### src/hdl/swarm_core_settings.svh
`ifndef SWARM_CORE_SETTINGS_SVH
`define SWARM_CORE_SETTINGS_SVH

// task field widths
`define SWARM_TS_W        32
`define SWARM_LOCALE_W    32
`define SWARM_TTYPE_W     4
`define SWARM_ARG_W       64

// commit queue and bookkeeping widths
`define SWARM_SLOT_W      6
`define SWARM_THREAD_W    4
`define SWARM_CHILD_W     4
`define SWARM_UNDO_ID_W   4

// memory-mapped registers seen by the core data bus
`define SWARM_ADDR_DEQ_TASK   32'hc000_0000
`define SWARM_ADDR_LOCALE     32'hc000_0004
`define SWARM_ADDR_TTYPE      32'hc000_0008
`define SWARM_ADDR_ARG0       32'hc000_000c
`define SWARM_ADDR_ARG1       32'hc000_0010
`define SWARM_ADDR_UNDO_ADDR  32'hc000_0020
`define SWARM_ADDR_UNDO_DATA  32'hc000_0024
`define SWARM_ADDR_FINISH     32'hc000_0030

`endif
### src/hdl/swarm_core_pkg.sv
package swarm_core_pkg;

`include "swarm_core_settings.svh"

   typedef struct packed {
      logic [`SWARM_TS_W-1:0]     ts;
      logic [`SWARM_LOCALE_W-1:0] locale;
      logic [`SWARM_TTYPE_W-1:0]  ttype;
      logic [`SWARM_ARG_W-1:0]    args;
   } task_t;

   typedef logic [`SWARM_SLOT_W-1:0]    cq_slot_t;
   typedef logic [`SWARM_THREAD_W-1:0]  thread_id_t;
   typedef logic [`SWARM_CHILD_W-1:0]   child_id_t;
   typedef logic [`SWARM_UNDO_ID_W-1:0] undo_id_t;

   typedef enum logic [2:0] {
      WAIT_CORE, NEXT_TASK, INFORM_CQ, IO_READ, FINISH_TASK
   } core_state_e;

   typedef enum logic [3:0] {
      REG_TS, REG_LOCALE, REG_TTYPE, REG_ARG0, REG_ARG1,
      REG_UNDO_ADDR, REG_UNDO_DATA, REG_FINISH, REG_NONE
   } core_reg_e;

   // the dequeue address doubles as the timestamp register
   function automatic core_reg_e decode_core_addr(input logic [31:0] addr);
      case (addr)
         `SWARM_ADDR_DEQ_TASK:  return REG_TS;
         `SWARM_ADDR_LOCALE:    return REG_LOCALE;
         `SWARM_ADDR_TTYPE:     return REG_TTYPE;
         `SWARM_ADDR_ARG0:      return REG_ARG0;
         `SWARM_ADDR_ARG1:      return REG_ARG1;
         `SWARM_ADDR_UNDO_ADDR: return REG_UNDO_ADDR;
         `SWARM_ADDR_UNDO_DATA: return REG_UNDO_DATA;
         `SWARM_ADDR_FINISH:    return REG_FINISH;
         default:               return REG_NONE;
      endcase
   endfunction

endpackage

### src/hdl/core_bus_if.sv
`timescale 1ns/1ps

interface core_bus_if;

   logic        cmd_valid;
   logic        cmd_wr;
   logic [31:0] cmd_addr;
   logic [31:0] cmd_data;
   logic        cmd_ready;

   // only the fsm drives the ready
   modport fsm (
      input  cmd_valid, cmd_wr, cmd_addr, cmd_data,
      output cmd_ready
   );

   modport staging (
      input cmd_valid, cmd_wr, cmd_addr, cmd_data, cmd_ready
   );

   modport reader (
      input cmd_valid, cmd_wr, cmd_addr, cmd_data, cmd_ready
   );

endinterface

### src/hdl/swarm_core_adapter.sv
`timescale 1ns/1ps

module swarm_core_adapter
   import swarm_core_pkg::*;
(
   input  logic        clk,
   input  logic        rstn,

   // processor data bus
   input  logic        cmd_valid,
   input  logic        cmd_wr,
   input  logic [31:0] cmd_addr,
   input  logic [31:0] cmd_data,
   output logic        cmd_ready,
   output logic        rsp_valid,
   output logic [31:0] rsp_data,

   // task dequeue
   output logic        task_arvalid,
   input  logic        task_rvalid,
   input  task_t       task_rdata,
   input  cq_slot_t    task_rslot,
   input  thread_id_t  task_rthread,

   // task enqueue
   output logic        task_wvalid,
   output task_t       task_wdata,
   input  logic        task_wready,
   output cq_slot_t    task_cq_slot,

   output logic        start_task_valid,
   input  logic        start_task_ready,
   output cq_slot_t    start_task_slot,

   output logic        finish_task_valid,
   input  logic        finish_task_ready,
   output cq_slot_t    finish_task_slot,
   output thread_id_t  finish_task_thread,
   output child_id_t   finish_task_num_children,
   output logic        finish_task_undo_log_write,

   // undo log
   output logic        undo_log_valid,
   input  logic        undo_log_ready,
   output undo_id_t    undo_log_id,
   output logic [31:0] undo_log_addr,
   output logic [31:0] undo_log_data,
   output cq_slot_t    undo_log_slot
);

   core_bus_if bus ();

   logic     write_taken;
   logic     deq_fire;
   cq_slot_t cq_slot;

   assign bus.cmd_valid = cmd_valid;
   assign bus.cmd_wr    = cmd_wr;
   assign bus.cmd_addr  = cmd_addr;
   assign bus.cmd_data  = cmd_data;
   assign cmd_ready     = bus.cmd_ready;

   // every outgoing message is tagged with the running task's slot
   assign task_cq_slot     = cq_slot;
   assign start_task_slot  = cq_slot;
   assign finish_task_slot = cq_slot;
   assign undo_log_slot    = cq_slot;

   core_task_fsm fsm_i (
      .clk                (clk),
      .rstn               (rstn),
      .bus                (bus.fsm),
      .write_taken        (write_taken),
      .task_arvalid       (task_arvalid),
      .task_rvalid        (task_rvalid),
      .task_rslot         (task_rslot),
      .task_rthread       (task_rthread),
      .start_task_valid   (start_task_valid),
      .start_task_ready   (start_task_ready),
      .finish_task_valid  (finish_task_valid),
      .finish_task_ready  (finish_task_ready),
      .task_wvalid        (task_wvalid),
      .undo_log_valid     (undo_log_valid),
      .deq_fire           (deq_fire),
      .cq_slot            (cq_slot),
      .finish_task_thread (finish_task_thread),
      .rsp_valid          (rsp_valid)
   );

   task_read_port read_i (
      .clk        (clk),
      .rstn       (rstn),
      .bus        (bus.reader),
      .deq_fire   (deq_fire),
      .task_rdata (task_rdata),
      .rsp_data   (rsp_data)
   );

   core_write_staging staging_i (
      .clk            (clk),
      .rstn           (rstn),
      .bus            (bus.staging),
      .write_taken    (write_taken),
      .task_wvalid    (task_wvalid),
      .task_wdata     (task_wdata),
      .task_wready    (task_wready),
      .undo_log_valid (undo_log_valid),
      .undo_log_addr  (undo_log_addr),
      .undo_log_data  (undo_log_data),
      .undo_log_ready (undo_log_ready)
   );

   task_child_counter counter_i (
      .clk            (clk),
      .rstn           (rstn),
      .deq_fire       (deq_fire),
      .task_wvalid    (task_wvalid),
      .task_wready    (task_wready),
      .undo_log_valid (undo_log_valid),
      .undo_log_ready (undo_log_ready),
      .num_children   (finish_task_num_children),
      .undo_log_id    (undo_log_id),
      .undo_written   (finish_task_undo_log_write)
   );

endmodule

### src/hdl/task_child_counter.sv
`timescale 1ns/1ps

module task_child_counter
   import swarm_core_pkg::*;
(
   input  logic      clk,
   input  logic      rstn,

   input  logic      deq_fire,

   input  logic      task_wvalid,
   input  logic      task_wready,
   input  logic      undo_log_valid,
   input  logic      undo_log_ready,

   output child_id_t num_children,
   output undo_id_t  undo_log_id,
   output logic      undo_written
);

   logic enq_hs;
   logic undo_hs;

   assign enq_hs  = task_wvalid & task_wready;
   assign undo_hs = undo_log_valid & undo_log_ready;

   // counts restart with every dequeued task
   always_ff @(posedge clk) begin
      if (!rstn || deq_fire) begin
         num_children <= '0;
         undo_log_id  <= '0;
         undo_written <= 1'b0;
      end else begin
         if (enq_hs) begin
            num_children <= num_children + 1'b1;
         end
         if (undo_hs) begin
            undo_log_id  <= undo_log_id + 1'b1;
            undo_written <= 1'b1;
         end
      end
   end

endmodule

### src/hdl/core_write_staging.sv
`timescale 1ns/1ps

module core_write_staging
   import swarm_core_pkg::*;
(
   input  logic        clk,
   input  logic        rstn,

   core_bus_if.staging bus,
   output logic        write_taken,

   output logic        task_wvalid,
   output task_t       task_wdata,
   input  logic        task_wready,

   output logic        undo_log_valid,
   output logic [31:0] undo_log_addr,
   output logic [31:0] undo_log_data,
   input  logic        undo_log_ready
);

   core_reg_e wr_reg;
   logic      wr_cmd;
   logic      enq_launch;
   logic      undo_launch;

   assign wr_reg = decode_core_addr(bus.cmd_addr);
   assign wr_cmd = bus.cmd_valid & bus.cmd_wr;

   // task fields stall while an enqueue is pending
   // undo registers stall while a record is pending
   always_comb begin
      write_taken = 1'b0;
      if (wr_cmd) begin
         case (wr_reg)
            REG_TS, REG_LOCALE, REG_TTYPE, REG_ARG0, REG_ARG1:
               write_taken = !task_wvalid;
            REG_UNDO_ADDR, REG_UNDO_DATA:
               write_taken = !undo_log_valid;
            REG_FINISH:
               write_taken = 1'b0;
            // unmapped writes are dropped
            default:
               write_taken = 1'b1;
         endcase
      end
   end

   assign enq_launch  = write_taken & (wr_reg == REG_TS);
   assign undo_launch = write_taken & (wr_reg == REG_UNDO_DATA);

   always_ff @(posedge clk) begin
      if (write_taken) begin
         case (wr_reg)
            REG_TS:        task_wdata.ts          <= bus.cmd_data;
            REG_LOCALE:    task_wdata.locale      <= bus.cmd_data;
            REG_TTYPE:     task_wdata.ttype       <= bus.cmd_data[$bits(task_wdata.ttype)-1:0];
            REG_ARG0:      task_wdata.args[31:0]  <= bus.cmd_data;
            REG_ARG1:      task_wdata.args[63:32] <= bus.cmd_data;
            REG_UNDO_ADDR: undo_log_addr          <= bus.cmd_data;
            REG_UNDO_DATA: undo_log_data          <= bus.cmd_data;
            default: ;
         endcase
      end
   end

   always_ff @(posedge clk) begin
      if (!rstn) begin
         task_wvalid <= 1'b0;
      end else if (enq_launch) begin
         task_wvalid <= 1'b1;
      end else if (task_wready) begin
         task_wvalid <= 1'b0;
      end
   end

   always_ff @(posedge clk) begin
      if (!rstn) begin
         undo_log_valid <= 1'b0;
      end else if (undo_launch) begin
         undo_log_valid <= 1'b1;
      end else if (undo_log_ready) begin
         undo_log_valid <= 1'b0;
      end
   end

endmodule

### src/hdl/task_read_port.sv
`timescale 1ns/1ps

`include "swarm_core_settings.svh"

module task_read_port
   import swarm_core_pkg::*;
(
   input  logic        clk,
   input  logic        rstn,

   core_bus_if.reader  bus,

   input  logic        deq_fire,
   input  task_t       task_rdata,

   output logic [31:0] rsp_data
);

   task_t       task_q;
   logic [31:0] rd_addr;
   logic        rd_accept;

   assign rd_accept = bus.cmd_valid & bus.cmd_ready & !bus.cmd_wr;

   always_ff @(posedge clk) begin
      if (deq_fire) begin
         task_q <= task_rdata;
      end
   end

   always_ff @(posedge clk) begin
      if (!rstn) begin
         rd_addr <= '0;
      end else if (rd_accept) begin
         rd_addr <= bus.cmd_addr;
      end
   end

   // held steady from acceptance until the response cycle
   always_comb begin
      case (decode_core_addr(rd_addr))
         REG_TS:     rsp_data = task_q.ts;
         REG_LOCALE: rsp_data = task_q.locale;
         REG_TTYPE:  rsp_data = {{(32-`SWARM_TTYPE_W){1'b0}}, task_q.ttype};
         REG_ARG0:   rsp_data = task_q.args[31:0];
         REG_ARG1:   rsp_data = task_q.args[63:32];
         default:    rsp_data = '0;
      endcase
   end

endmodule

### src/hdl/core_task_fsm.sv
`timescale 1ns/1ps

module core_task_fsm
   import swarm_core_pkg::*;
(
   input  logic       clk,
   input  logic       rstn,

   core_bus_if.fsm    bus,
   input  logic       write_taken,

   output logic       task_arvalid,
   input  logic       task_rvalid,
   input  cq_slot_t   task_rslot,
   input  thread_id_t task_rthread,

   output logic       start_task_valid,
   input  logic       start_task_ready,

   output logic       finish_task_valid,
   input  logic       finish_task_ready,

   input  logic       task_wvalid,
   input  logic       undo_log_valid,

   output logic       deq_fire,
   output cq_slot_t   cq_slot,
   output thread_id_t finish_task_thread,
   output logic       rsp_valid
);

   core_state_e state, state_next;
   core_reg_e   cmd_reg;
   logic        rd_cmd;
   logic        fin_cmd;
   logic        fin_fire;

   assign cmd_reg = decode_core_addr(bus.cmd_addr);
   assign rd_cmd  = bus.cmd_valid & !bus.cmd_wr;
   assign fin_cmd = bus.cmd_valid & bus.cmd_wr & (cmd_reg == REG_FINISH);

   assign task_arvalid     = (state == NEXT_TASK);
   assign deq_fire         = task_arvalid & task_rvalid;
   assign start_task_valid = (state == INFORM_CQ);
   assign rsp_valid        = (state == IO_READ);

   // finish waits until every staged enqueue and undo record has drained
   assign finish_task_valid = (state == FINISH_TASK) & !task_wvalid & !undo_log_valid;
   assign fin_fire          = finish_task_valid & finish_task_ready;

   assign bus.cmd_ready = ((state == WAIT_CORE) & rd_cmd) |
                          ((state == FINISH_TASK) & fin_cmd & fin_fire) |
                          write_taken;

   always_comb begin
      state_next = state;
      case (state)
         WAIT_CORE: begin
            if (rd_cmd) begin
               state_next = (cmd_reg == REG_TS) ? NEXT_TASK : IO_READ;
            end else if (fin_cmd) begin
               state_next = FINISH_TASK;
            end
         end
         NEXT_TASK: begin
            if (task_rvalid) begin
               state_next = INFORM_CQ;
            end
         end
         INFORM_CQ: begin
            if (start_task_ready) begin
               state_next = IO_READ;
            end
         end
         IO_READ: state_next = WAIT_CORE;
         FINISH_TASK: begin
            if (fin_fire) begin
               state_next = WAIT_CORE;
            end
         end
         default: state_next = WAIT_CORE;
      endcase
   end

   always_ff @(posedge clk) begin
      if (!rstn) begin
         state <= WAIT_CORE;
      end else begin
         state <= state_next;
      end
   end

   // slot and thread of the running task
   always_ff @(posedge clk) begin
      if (deq_fire) begin
         cq_slot            <= task_rslot;
         finish_task_thread <= task_rthread;
      end
   end

endmodule

### config.mk
export PLATFORM = sky130hd
export DESIGN_NAME = swarm_core_adapter
export DESIGN_NICKNAME = d
export VERILOG_FILES = /design/src/hdl/swarm_core_pkg.sv /design/src/hdl/core_bus_if.sv /design/src/hdl/swarm_core_adapter.sv /design/src/hdl/task_child_counter.sv /design/src/hdl/core_write_staging.sv /design/src/hdl/task_read_port.sv /design/src/hdl/core_task_fsm.sv
export VERILOG_INCLUDE_DIRS = /design/src /design/src/hdl
export SDC_FILE = /design/constraint.sdc
export NUM_CORES = 1
export LEC_CHECK = 0
export BUFFER_PORTS_ARGS = -buffer_cell sky130_fd_sc_hd__buf_4
export CELL_PAD_IN_SITES_DETAIL_PLACEMENT = 0
export CELL_PAD_IN_SITES_GLOBAL_PLACEMENT = 1
export CORE_AREA = 3 3 218 220
export CTS_CLUSTER_SIZE = 24
export DETAILED_ROUTE_END_ITERATION = 8
export DIE_AREA = 0 0 221 223
export MAX_ROUTING_LAYER = met4
export PLACE_DENSITY = 0.62
export SYNTH_ARGS = -nofsm -noshare
export SYNTH_HDL_FRONTEND = slang
export SYNTH_SLANG_ARGS = --single-unit
export TNS_END_PERCENT = 10
### constraint.sdc
create_clock -name clk -period 6.4 [get_ports clk]
set_clock_uncertainty 0.05 [all_clocks]
set_input_delay 1.28 -clock clk [delete_from_list [all_inputs] [get_ports clk]]
set_output_delay 1.28 -clock clk [all_outputs]
set_load 0.1 [all_outputs]
* After elaboration in Yosys (flattened, before gate mapping)
Index checks and enable logic that the tools add are counted.
** Word-level totals
- Output and inout bits :: 272
- Input port bits :: 215
- Flip-flop bits (word level) :: 384
** Operators by class
- Reduce and logical (&&, ||, !) cells :: 20
- Add/sub/neg operators :: 2
- Multiplexer cells :: 16
- Bitwise logic cells :: 18
- Eq/ne operators :: 35
** Operators by type and width (count)
- 32-bit == test, second input constant :: 16
- 32-bit one-hot mux with 5 select lines :: 1
- 4-bit one-hot mux with 8 select lines :: 2
- 4-bit by 3-bit == test with 1-bit output, second input constant :: 5
- 1-bit bitwise AND :: 16
- 4-bit by 2-bit == test with 1-bit output, second input constant :: 4
- 3-bit 2-to-1 mux :: 5
- 2-bit AND reduction :: 7
- 3-bit one-hot mux with 4 select lines :: 1
- 4-bit by 1-bit adder with 4-bit output, second input constant :: 2
- 4-bit by 1-bit == test with 1-bit output, second input constant :: 2
- 4-bit zero test :: 2
- 3-bit by 2-bit == test with 1-bit output, second input constant :: 2
- 1-bit 2-to-1 mux :: 5
- 5-bit OR reduction :: 1
- 1-bit zero test :: 4
- 2-bit by 1-bit != test with 1-bit output, second input constant :: 2
- 4-bit AND reduction :: 1
- 2-bit nonzero test :: 2
- 3-bit by 1-bit == test with 1-bit output, second input constant :: 1
- 3-bit == test, second input constant :: 1
- 3-bit zero test :: 1
- 3-bit by 1-bit != test with 1-bit output, second input constant :: 1
- 1-bit one-hot mux with 3 select lines :: 1
- other kinds (5) :: 6

* Longest topological paths before layout
Gate-level depths: netlist of run 1.
- Depth in word-level cells :: 10
- Mapped depth :: 8

* Modules after synthesis
A second synthesis of run 1 with hierarchy kept.
** Unflattened totals
- Cells, all modules :: 810
- Area, all modules :: 14000.9 um^2
** By module, submodules not included
- task_read_port :: area an instance 6667.6 um^2, times used 1, sequential area each 4604.4 um^2, cells each 455
- core_write_staging :: area an instance 6218.5 um^2, times used 1, sequential area each 5925.7 um^2, cells each 240
- core_task_fsm :: area an instance 615.6 um^2, times used 1, sequential area each 360.3 um^2, cells each 56
- task_child_counter :: area an instance 364.1 um^2, times used 1, sequential area each 180.2 um^2, cells each 41
- swarm_core_adapter :: area an instance 135.1 um^2, times used 1, sequential area each 0.0 um^2, cells each 18

* Least setup slack after synthesis of run 1
OpenSTA, ideal clock, no wires.
- Path type :: reg-to-output
- Start point :: reg staging_i.task_wvalid
- End point :: out cmd_ready
- Arrival :: 4752 ps
- Buffers on the path :: 1
- Cell stages (with the launch flop) :: 5
- Slack :: 318 ps
- Data required time :: 5070 ps
- Cell sequence :: dfxtp_1 clkbuf_1 nor3_1 nand2_1 o211ai_1
** On the way
- Longest elaborated chain between the ends :: 7
** RTL lines
- from (decl) :: line core_write_staging.sv:12 : output logic task_wvalid,
- from (signal assigned) :: line core_write_staging.sv:69 : task_wvalid <= 1'b0;
- from (signal assigned) :: line core_write_staging.sv:71 : task_wvalid <= 1'b1;
- from (signal assigned) :: line core_write_staging.sv:73 : task_wvalid <= 1'b0;
- 1-bit zero test :: line core_task_fsm.sv:48 : assign finish_task_valid = (state == FINISH_TASK) & !task_wvalid & !undo_log_valid;
- 1-bit bitwise AND (2 in series) :: line core_task_fsm.sv:48
- via finish_task_valid :: line swarm_core_adapter.sv:35 : output logic finish_task_valid,
- 1-bit bitwise AND :: line core_task_fsm.sv:49 : assign fin_fire = finish_task_valid & finish_task_ready;
- 1-bit bitwise AND :: line core_task_fsm.sv:52 : ((state == FINISH_TASK) & fin_cmd & fin_fire) |
- 1-bit OR :: line core_task_fsm.sv:51 : assign bus.cmd_ready = ((state == WAIT_CORE) & rd_cmd) |
- 1-bit OR :: line core_task_fsm.sv:52
- to (decl) :: line swarm_core_adapter.sv:14 : output logic cmd_ready,
The timed path passes the listed nets, and every way through them passes these cells.

* Worst setup path in the final report of run 1
- Start point :: reg read_i.rd_addr[0]
- End point :: out rsp_data[16]
** On the way
- Longest elaborated chain between the ends :: 4
** RTL lines
- from (decl) :: line task_read_port.sv:20 : logic [31:0] rd_addr;
- from (signal assigned) :: line task_read_port.sv:35 : rd_addr <= bus.cmd_addr;
- 32-bit == test :: line swarm_core_pkg.sv:28 : case (addr)
- 4-bit one-hot mux with 8 select lines * :: line swarm_core_pkg.sv:28
- 4-bit by 3-bit == test with 1-bit output (tied with other cells) :: line task_read_port.sv:41 : case (decode_core_addr(rd_addr))
- 32-bit one-hot mux with 5 select lines * :: line task_read_port.sv:41
- to (decl) :: line swarm_core_adapter.sv:16 : output logic [31:0] rsp_data,
Mark *: on every way between the ends. The rest lies on a longest branch, timed or not.

==> results of run 1 <==
[cells in the mapped netlist (all sizes together) (2+ instances only)]
| library cell | number | area [sq um] |
|---|---|---|
| a21boi | 33 | 248 |
| a21o | 4 | 30.0 |
| nor3b | 5 | 37.5 |
| inv | 3 | 11.3 |
| o221ai | 23 | 327 |
| nand4 | 4 | 25.0 |
| ha | 2 | 25.0 |
| nand2b | 5 | 31.3 |
| nor2 | 25 | 93.8 |
| nor4 | 11 | 75.1 |
| nand3 | 15 | 75.1 |
| o21ai | 9 | 45.0 |
| o21a | 7 | 52.6 |
| nor2b | 2 | 12.5 |
| mux2i | 34 | 340 |
| dfxtp | 46 | 921 |
| a221oi | 4 | 35.0 |
| and2 | 3 | 18.8 |
| xor2 | 4 | 35.0 |
| buf | 27 | 221 |
| edfxtp | 338 | 10100 |
| xnor2 | 2 | 17.5 |
| nor3 | 7 | 35.0 |
| clkbuf | 26 | 168 |
| a21oi | 11 | 55.1 |
| nand2 | 132 | 495 |
| nor4b | 4 | 35.0 |
[per-layer routing]
layer	vias to the layer above	part of all wire [%]	GRT usage (%)
met4	0	3.1	5.57
met5	-	0	-
li1	4001	-	-
met1	4288	40	19.7
met3	69	5.8	4.11
met2	304	51	27.8
[report_power, final]
| part | internal (mW) | total, mW | leakage [nW] | switching [mW] |
|---|---|---|---|---|
| logic | 0.136 | 0.337 | 3.26 | 0.201 |
| registers | 2.78 | 2.80 | 3.42 | 0.0190 |
| clock network | 1.44 | 2.42 | 0.720 | 0.980 |
[sequential cells by signal, summed over array words and instances (netlist names)]
signal / flops
read_i.task_q: 132
staging_i.task_wdata: 132
read_i.rd_addr: 32
staging_i.undo_log_addr: 32
staging_i.undo_log_data: 32
fsm_i.cq_slot: 6
counter_i.num_children: 4
counter_i.undo_log_id: 4
fsm_i.finish_task_thread: 4
fsm_i.state: 3
counter_i.undo_written: 1
staging_i.task_wvalid: 1
staging_i.undo_log_valid: 1
[through the flow]
stage	area [sq um]	util, %	worst slack, ps
global route	19300	42.5	1010
global placement	17900	39.3	1790
floorplan	13700	-	318
CTS	19300	42.4	1130
finish	19300	42.5	1210
detailed placement	17900	39.3	1750
[worst max-delay path, stage by stage (launching register included)]
cell	delay [ps]
dfxtp_1	320
nor4_2	560
nand4_1	250
or3_2	900
or2_1	380
buf_4	260
o221ai_1	240
buf_4	340
[final cells by class]
cell class	count	share of cell area [%]
multi-input cells	358	11.9
flip-flops and latches	384	57.3
clock inverters	19	0.583
repair buffers	500	19.4
well taps	600	3.89
clock buffers	61	6.80
diodes	2	0.0259
inverters	3	0.0583
[path summary, 6_finish.rpt]
path                                                      start                               to
worst max register to register      fsm_i.state[2]$_SDFFE_PN0P_     read_i.task_q[111]$_DFFE_PP_
worst min register to register  read_i.rd_addr[30]$_SDFFE_PN0P_  read_i.rd_addr[30]$_SDFFE_PN0P_
worst min-delay path            read_i.rd_addr[30]$_SDFFE_PN0P_  read_i.rd_addr[30]$_SDFFE_PN0P_
worst max-delay path             read_i.rd_addr[0]$_SDFFE_PN0P_                     rsp_data[16]
[kinds of logic (layout without fill, tap and decap cells)]
kind of cell	count (synthesis)	after routing	share of synthesized area, %
DFF	384	384	80.7
and+or+nand+nor	219	219	7.13
AOI/OAI and AO/OA	97	97	6.14
buffers and inverters	57	583	3.01
muxes	34	34	2.48
xor gates and xnor gates	6	6	0.383
adders and majority gates	2	2	0.182
other	0	2	0
==> metrics.txt, run 1 <==
Die Span X=~220 microns; Worst EP arrival=slightly below 4000 ps; Seq cells post-synth=between 300 and 400; pwr dens=288 nW/um^2; # rows=78; Syn Std Cell Area=13,700 sq um; worst-margin pin slew=about 1100 ps; Setup violations, final=0; slew margin rel.=24.7%; Cells after DPL=1,845; first-pass GRT wire length=59.3 mm; CTS tree=done; vias in the first global route=a little under 9,000; Seq. cell area=~11,000 sq um; final WL=41.2 mm; FFs w/ async S/R, synth=0%; maximum vdd drop=between 150 and 200 uV; EDFF count, synth=around 340; syn avg cell area=17.2 sq um; Netlist cell types=46; multi-input logic area=2290 sq um; critical path launch point type=flop; Pleak=7.41 nW; Via Count=8,662; RePlAce Congestion=~0.83; pin count of the biggest net entering global routing=70; DRT iter0 DRCs=approximately 440; status=completed; Clock Pin Slew Worst Setup and Hold Paths=60 ps; post-detailed-route wirelength per cell=between 20 and 25 microns; initial core utilization=30.2%; CTS H-tree depth=2; initial antenna violation count=2; warnings from Yosys=0; Hold Crit Depth=2; I/O pins=487; total power draw=approximately 5.6 mW; RSZ-0062 raised after global routing=no; Mapped Cells=about 800; commonest non-fill, non-tap cell in the layout=buf_4; fillers=4,239; setup TNS=0 ps; final hold violations=0; setup bufs post-CTS=0; Slew Viols, Final=0; drt first pass iters=4; MaxCap Viol Count=0; commonest cells after routing, fill and taps aside=buf_4, edfxtp_1, nand2_1; Seq/Total Area, Yosys=80.7%; total die area=a little under 50,000 sq um; # hold bufs at CTS=0; fin nets=1,508; syn nets=1,016; final cycle utilization of the critical path=81.0%; Max Freq=193 MHz; share of layout cells above drive strength 1=45.4%; # DRC=0; Tmin final=just over 5000 ps; CTS buffer count=44; CP max FO=33; Primary FF master, synth=edfxtp_1; post-route antenna net violation count=0; register-to-register path setup slack=approximately 3600 ps; Clock Sink Count=around 380; global route overflow=0; Die Span Y=223 microns; GRT Overall Usage=16.6%; Port Buf Inserts=486; later-pin clock latency in the skew report=550 ps; CTS max path bufs=3; min-delay worst type=flop to flop; CTS Root Buffer Type=clkbuf_16; Vias/cell=4.50; Worst R2R Path Depth=4; Setup CP Type=flop to output port; CP endpoint kind=output port; worst hold margin=412 ps; core box area=about 45,000 sq um; Post-Layout Cell Count=1,927; Resized Gates After CTS=0; detailed placement HPWL=about 29 mm; Synth-to-Final Area Change=40.7%; CP Data Required Time=5070 ps
Power figures use the tool's default switching activity.
==> inputs of run 2 (changes only) <==
- ABC_AREA: default -> 1
- CORE_AREA: 3 3 218 220 -> 3 3 219 221
- DIE_AREA: 0 0 221 223 -> 0 0 222 224
- PLACE_DENSITY: 0.62 -> 0.63
- clock period: 6.4 -> 5.05 ns (I/O delays scaled with it)
==> run 2 against run 1 <==
  * Setup slack worse by 420 ps
  * Die area up 0.90%
  * Register-to-register slack got worse by 540 ps
  * Highest routed layer unchanged
==> metrics.txt, run 2 <==
CP max stage cell=inv_1; CP max FO=21 (-36%); setup TNS=0 ps (unchanged); MaxCap Viol Count=0 (unchanged); first-pass GRT wire length=56.9 mm (-4.1%); I/O pins=487 (unchanged); EDFF count, synth=338 (unchanged); Slew Viols, Final=0 (unchanged); RSZ-0062 raised after global routing=no; CP endpoint kind=output port; share of layout cells above drive strength 1=38.6% (-6.9 points); Via Count=9,272 (+7.0%); CTS H-tree depth=2 (unchanged); Primary FF master, synth=edfxtp_1; fin nets=1,708 (+13%); Syn Std Cell Area=13,800 sq um (+0.47%); Worst EP arrival=3190 ps (-670 ps); Resized Gates After CTS=0 (unchanged); post-route antenna net violation count=0 (unchanged); # rows=79 (+1.3%); detailed placement HPWL=29.3 mm (-0.46%); # hold bufs at CTS=0 (unchanged); final cycle utilization of the critical path=between 80% and 90%; fillers=4,420 (+4.3%); global route overflow=0 (unchanged); commonest cells after routing, fill and taps aside=buf_4, edfxtp_1, nor2_1; Netlist cell types=33 (-28%); Yosys top cell area share=73.6% (-0.34 points); FFs w/ async S/R, synth=0% (unchanged); top-count cell post-synth=edfxtp_1; crit-path max cell delay=450 ps (-450 ps); RePlAce Congestion=0.799 (-3.8%); Cells after DPL=2,055 (+11%); min-delay worst type=flop to flop; setup bufs post-CTS=0 (unchanged); commonest non-fill, non-tap cell in the layout=buf_4; Synth-to-Final Area Change=41.8%; Top Registers=read_i.task_q x132, staging_i.task_wdata x132; status=completed; core box area=46,400 sq um (+1.9%); final WL=40.0 mm (-3.0%); Clock Pin Slew Worst Setup and Hold Paths=60 ps (about the same); CTS max path bufs=3 (unchanged); largest area contributor in the netlist=edfxtp_1; Pleak=7.71 nW (+4.0%); main area contributors after synthesis=edfxtp_1, dfxtp_1, nor2_1; Clock Sink Count=384 (unchanged); Port Buf Inserts=486 (unchanged); # DRC=0 (unchanged); CP Data Required Time=3990 ps (-1080 ps); vias in the first global route=8,773 (+0.58%); Post-Layout Cell Count=2,128 (+10%); slew margin rel.=42.8% (+18 points); CTS Root Buffer Type=clkbuf_16; Setup CP Type=flop to output port; maximum vdd drop=300 uV (+64%); later-pin clock latency in the skew report=540 ps (about the same); syn avg cell area=14.0 sq um (-19%); worst-margin pin slew=859 ps (-271 ps); Max Freq=235 MHz; top post-synthesis cells by count=edfxtp_1, nor2_1, nand2_1; initial core utilization=29.7% (-0.43 points); worst hold margin=409 ps (-3.03 ps); Die Span X=222 microns (+0.45%); drt first pass iters=5 (+1); Tmin final=4250 ps; critical-path cell list=nor2_1 -> nand3_1 -> nor2_1 -> nand2_1 -> nor3_4 -> nand2_2 -> inv_1 -> nor3_2 -> buf_4 -> nand2_1 -> nand3_1 -> buf_4; warnings from Yosys=0 (unchanged); Die Span Y=224 microns (+0.45%); final hold violations=0 (unchanged); Mapped Cells=988 (+24%); total die area=49,700 sq um (+0.90%); pin count of the biggest net entering global routing=143 (+100%); pwr dens=387 nW/um^2 (+34%); Seq/Total Area, Yosys=80.3% (-0.37 points); Seq cells post-synth=384 (unchanged); CTS buffer count=41 (-6.8%); critical path launch point type=flop; Vias/cell=4.36 (-3.1%); Setup violations, final=0 (unchanged); GRT Overall Usage=15.7% (-0.93 points); Layout Utilization=42.2% (-0.30 points); syn nets=1,205 (+19%); initial antenna violation count=1 (-1); DRT iter0 DRCs=470 (+7.8%); CTS tree=done; post-detailed-route wirelength per cell=18.8 microns (-12%)
run 2: final cells by class:
type / count / area (sq um) / share of cell area [%]
Clock buffer: 46 / 1070 / 5.45
Timing Repair Buffer: 501 / 3770 / 19.3
Sequential cell: 384 / 11100 / 56.6
Antenna cell: 1 / 2.50 / 0.0128
Tap cell: 607 / 759 / 3.89
Multi-Input combinational cell: 495 / 2280 / 11.7
Clock inverter: 26 / 330 / 1.69
Inverter: 68 / 255 / 1.31
run 2: stage by stage:
step | cell area [sq um] | total power [mW] | worst slack (ps)
after CTS | 19500 | 7.66 | 629
after detailed placement | 18100 | 4.53 | 851
after global routing | 19500 | 7.88 | 450
final | 19500 | 7.56 | 797
after floorplan | 13800 | 4.24 | -3.58
after global placement | 18100 | 4.52 | 861
run 2: path summary, 6_finish.rpt:
kind                                                      start                        endpoint  slack [ps]  cells after the start
worst max register to register      fsm_i.state[2]$_SDFFE_PN0P_    read_i.task_q[127]$_DFFE_PP_        3050                      4
worst min register to register   read_i.rd_addr[8]$_SDFFE_PN0P_  read_i.rd_addr[8]$_SDFFE_PN0P_         410                      2
worst max-delay path            read_i.rd_addr[27]$_SDFFE_PN0P_                     rsp_data[7]         800                     12
worst min-delay path             read_i.rd_addr[8]$_SDFFE_PN0P_  read_i.rd_addr[8]$_SDFFE_PN0P_         410                      2
run 2: per-layer routing:
layer  global-route usage [%]  wire length, microns  vias to the layer above
met3                     4.49                  2960                       64
met4                     5.10                  1070                        0
li1                         -                     -                     4462
met2                     26.2                 20200                      357
met5                        -                     0                        -
met1                     18.3                 15800                     4389
run 2: cell families (layout without fill, tap and decap cells):
logic type,after synthesis,after routing,share of synthesized area (%)
AO/OA/AOI/OAI,85,85,3.21
adder cells (fa/ha/maj),2,2,0.181
buffers and inverters,109,641,3.52
flip-flops,384,384,80.3
other,0,1,0
AND/OR/NAND/NOR,408,408,12.8
run 2: critical path, delay by kind of cell (launching register included):
kind	cells	cell delay (ps)
simple gates	9	1360
buf+inv	3	960
flops	1	300
run 2: power by group:
group          internal, mW  switching, mW  leakage, nW  total (mW)
sequential             3.63         0.0606         3.42        3.69
combinational         0.238          0.528         3.63       0.766
clock                  1.88           1.22        0.660        3.10
total                  5.75           1.81         7.71        7.56
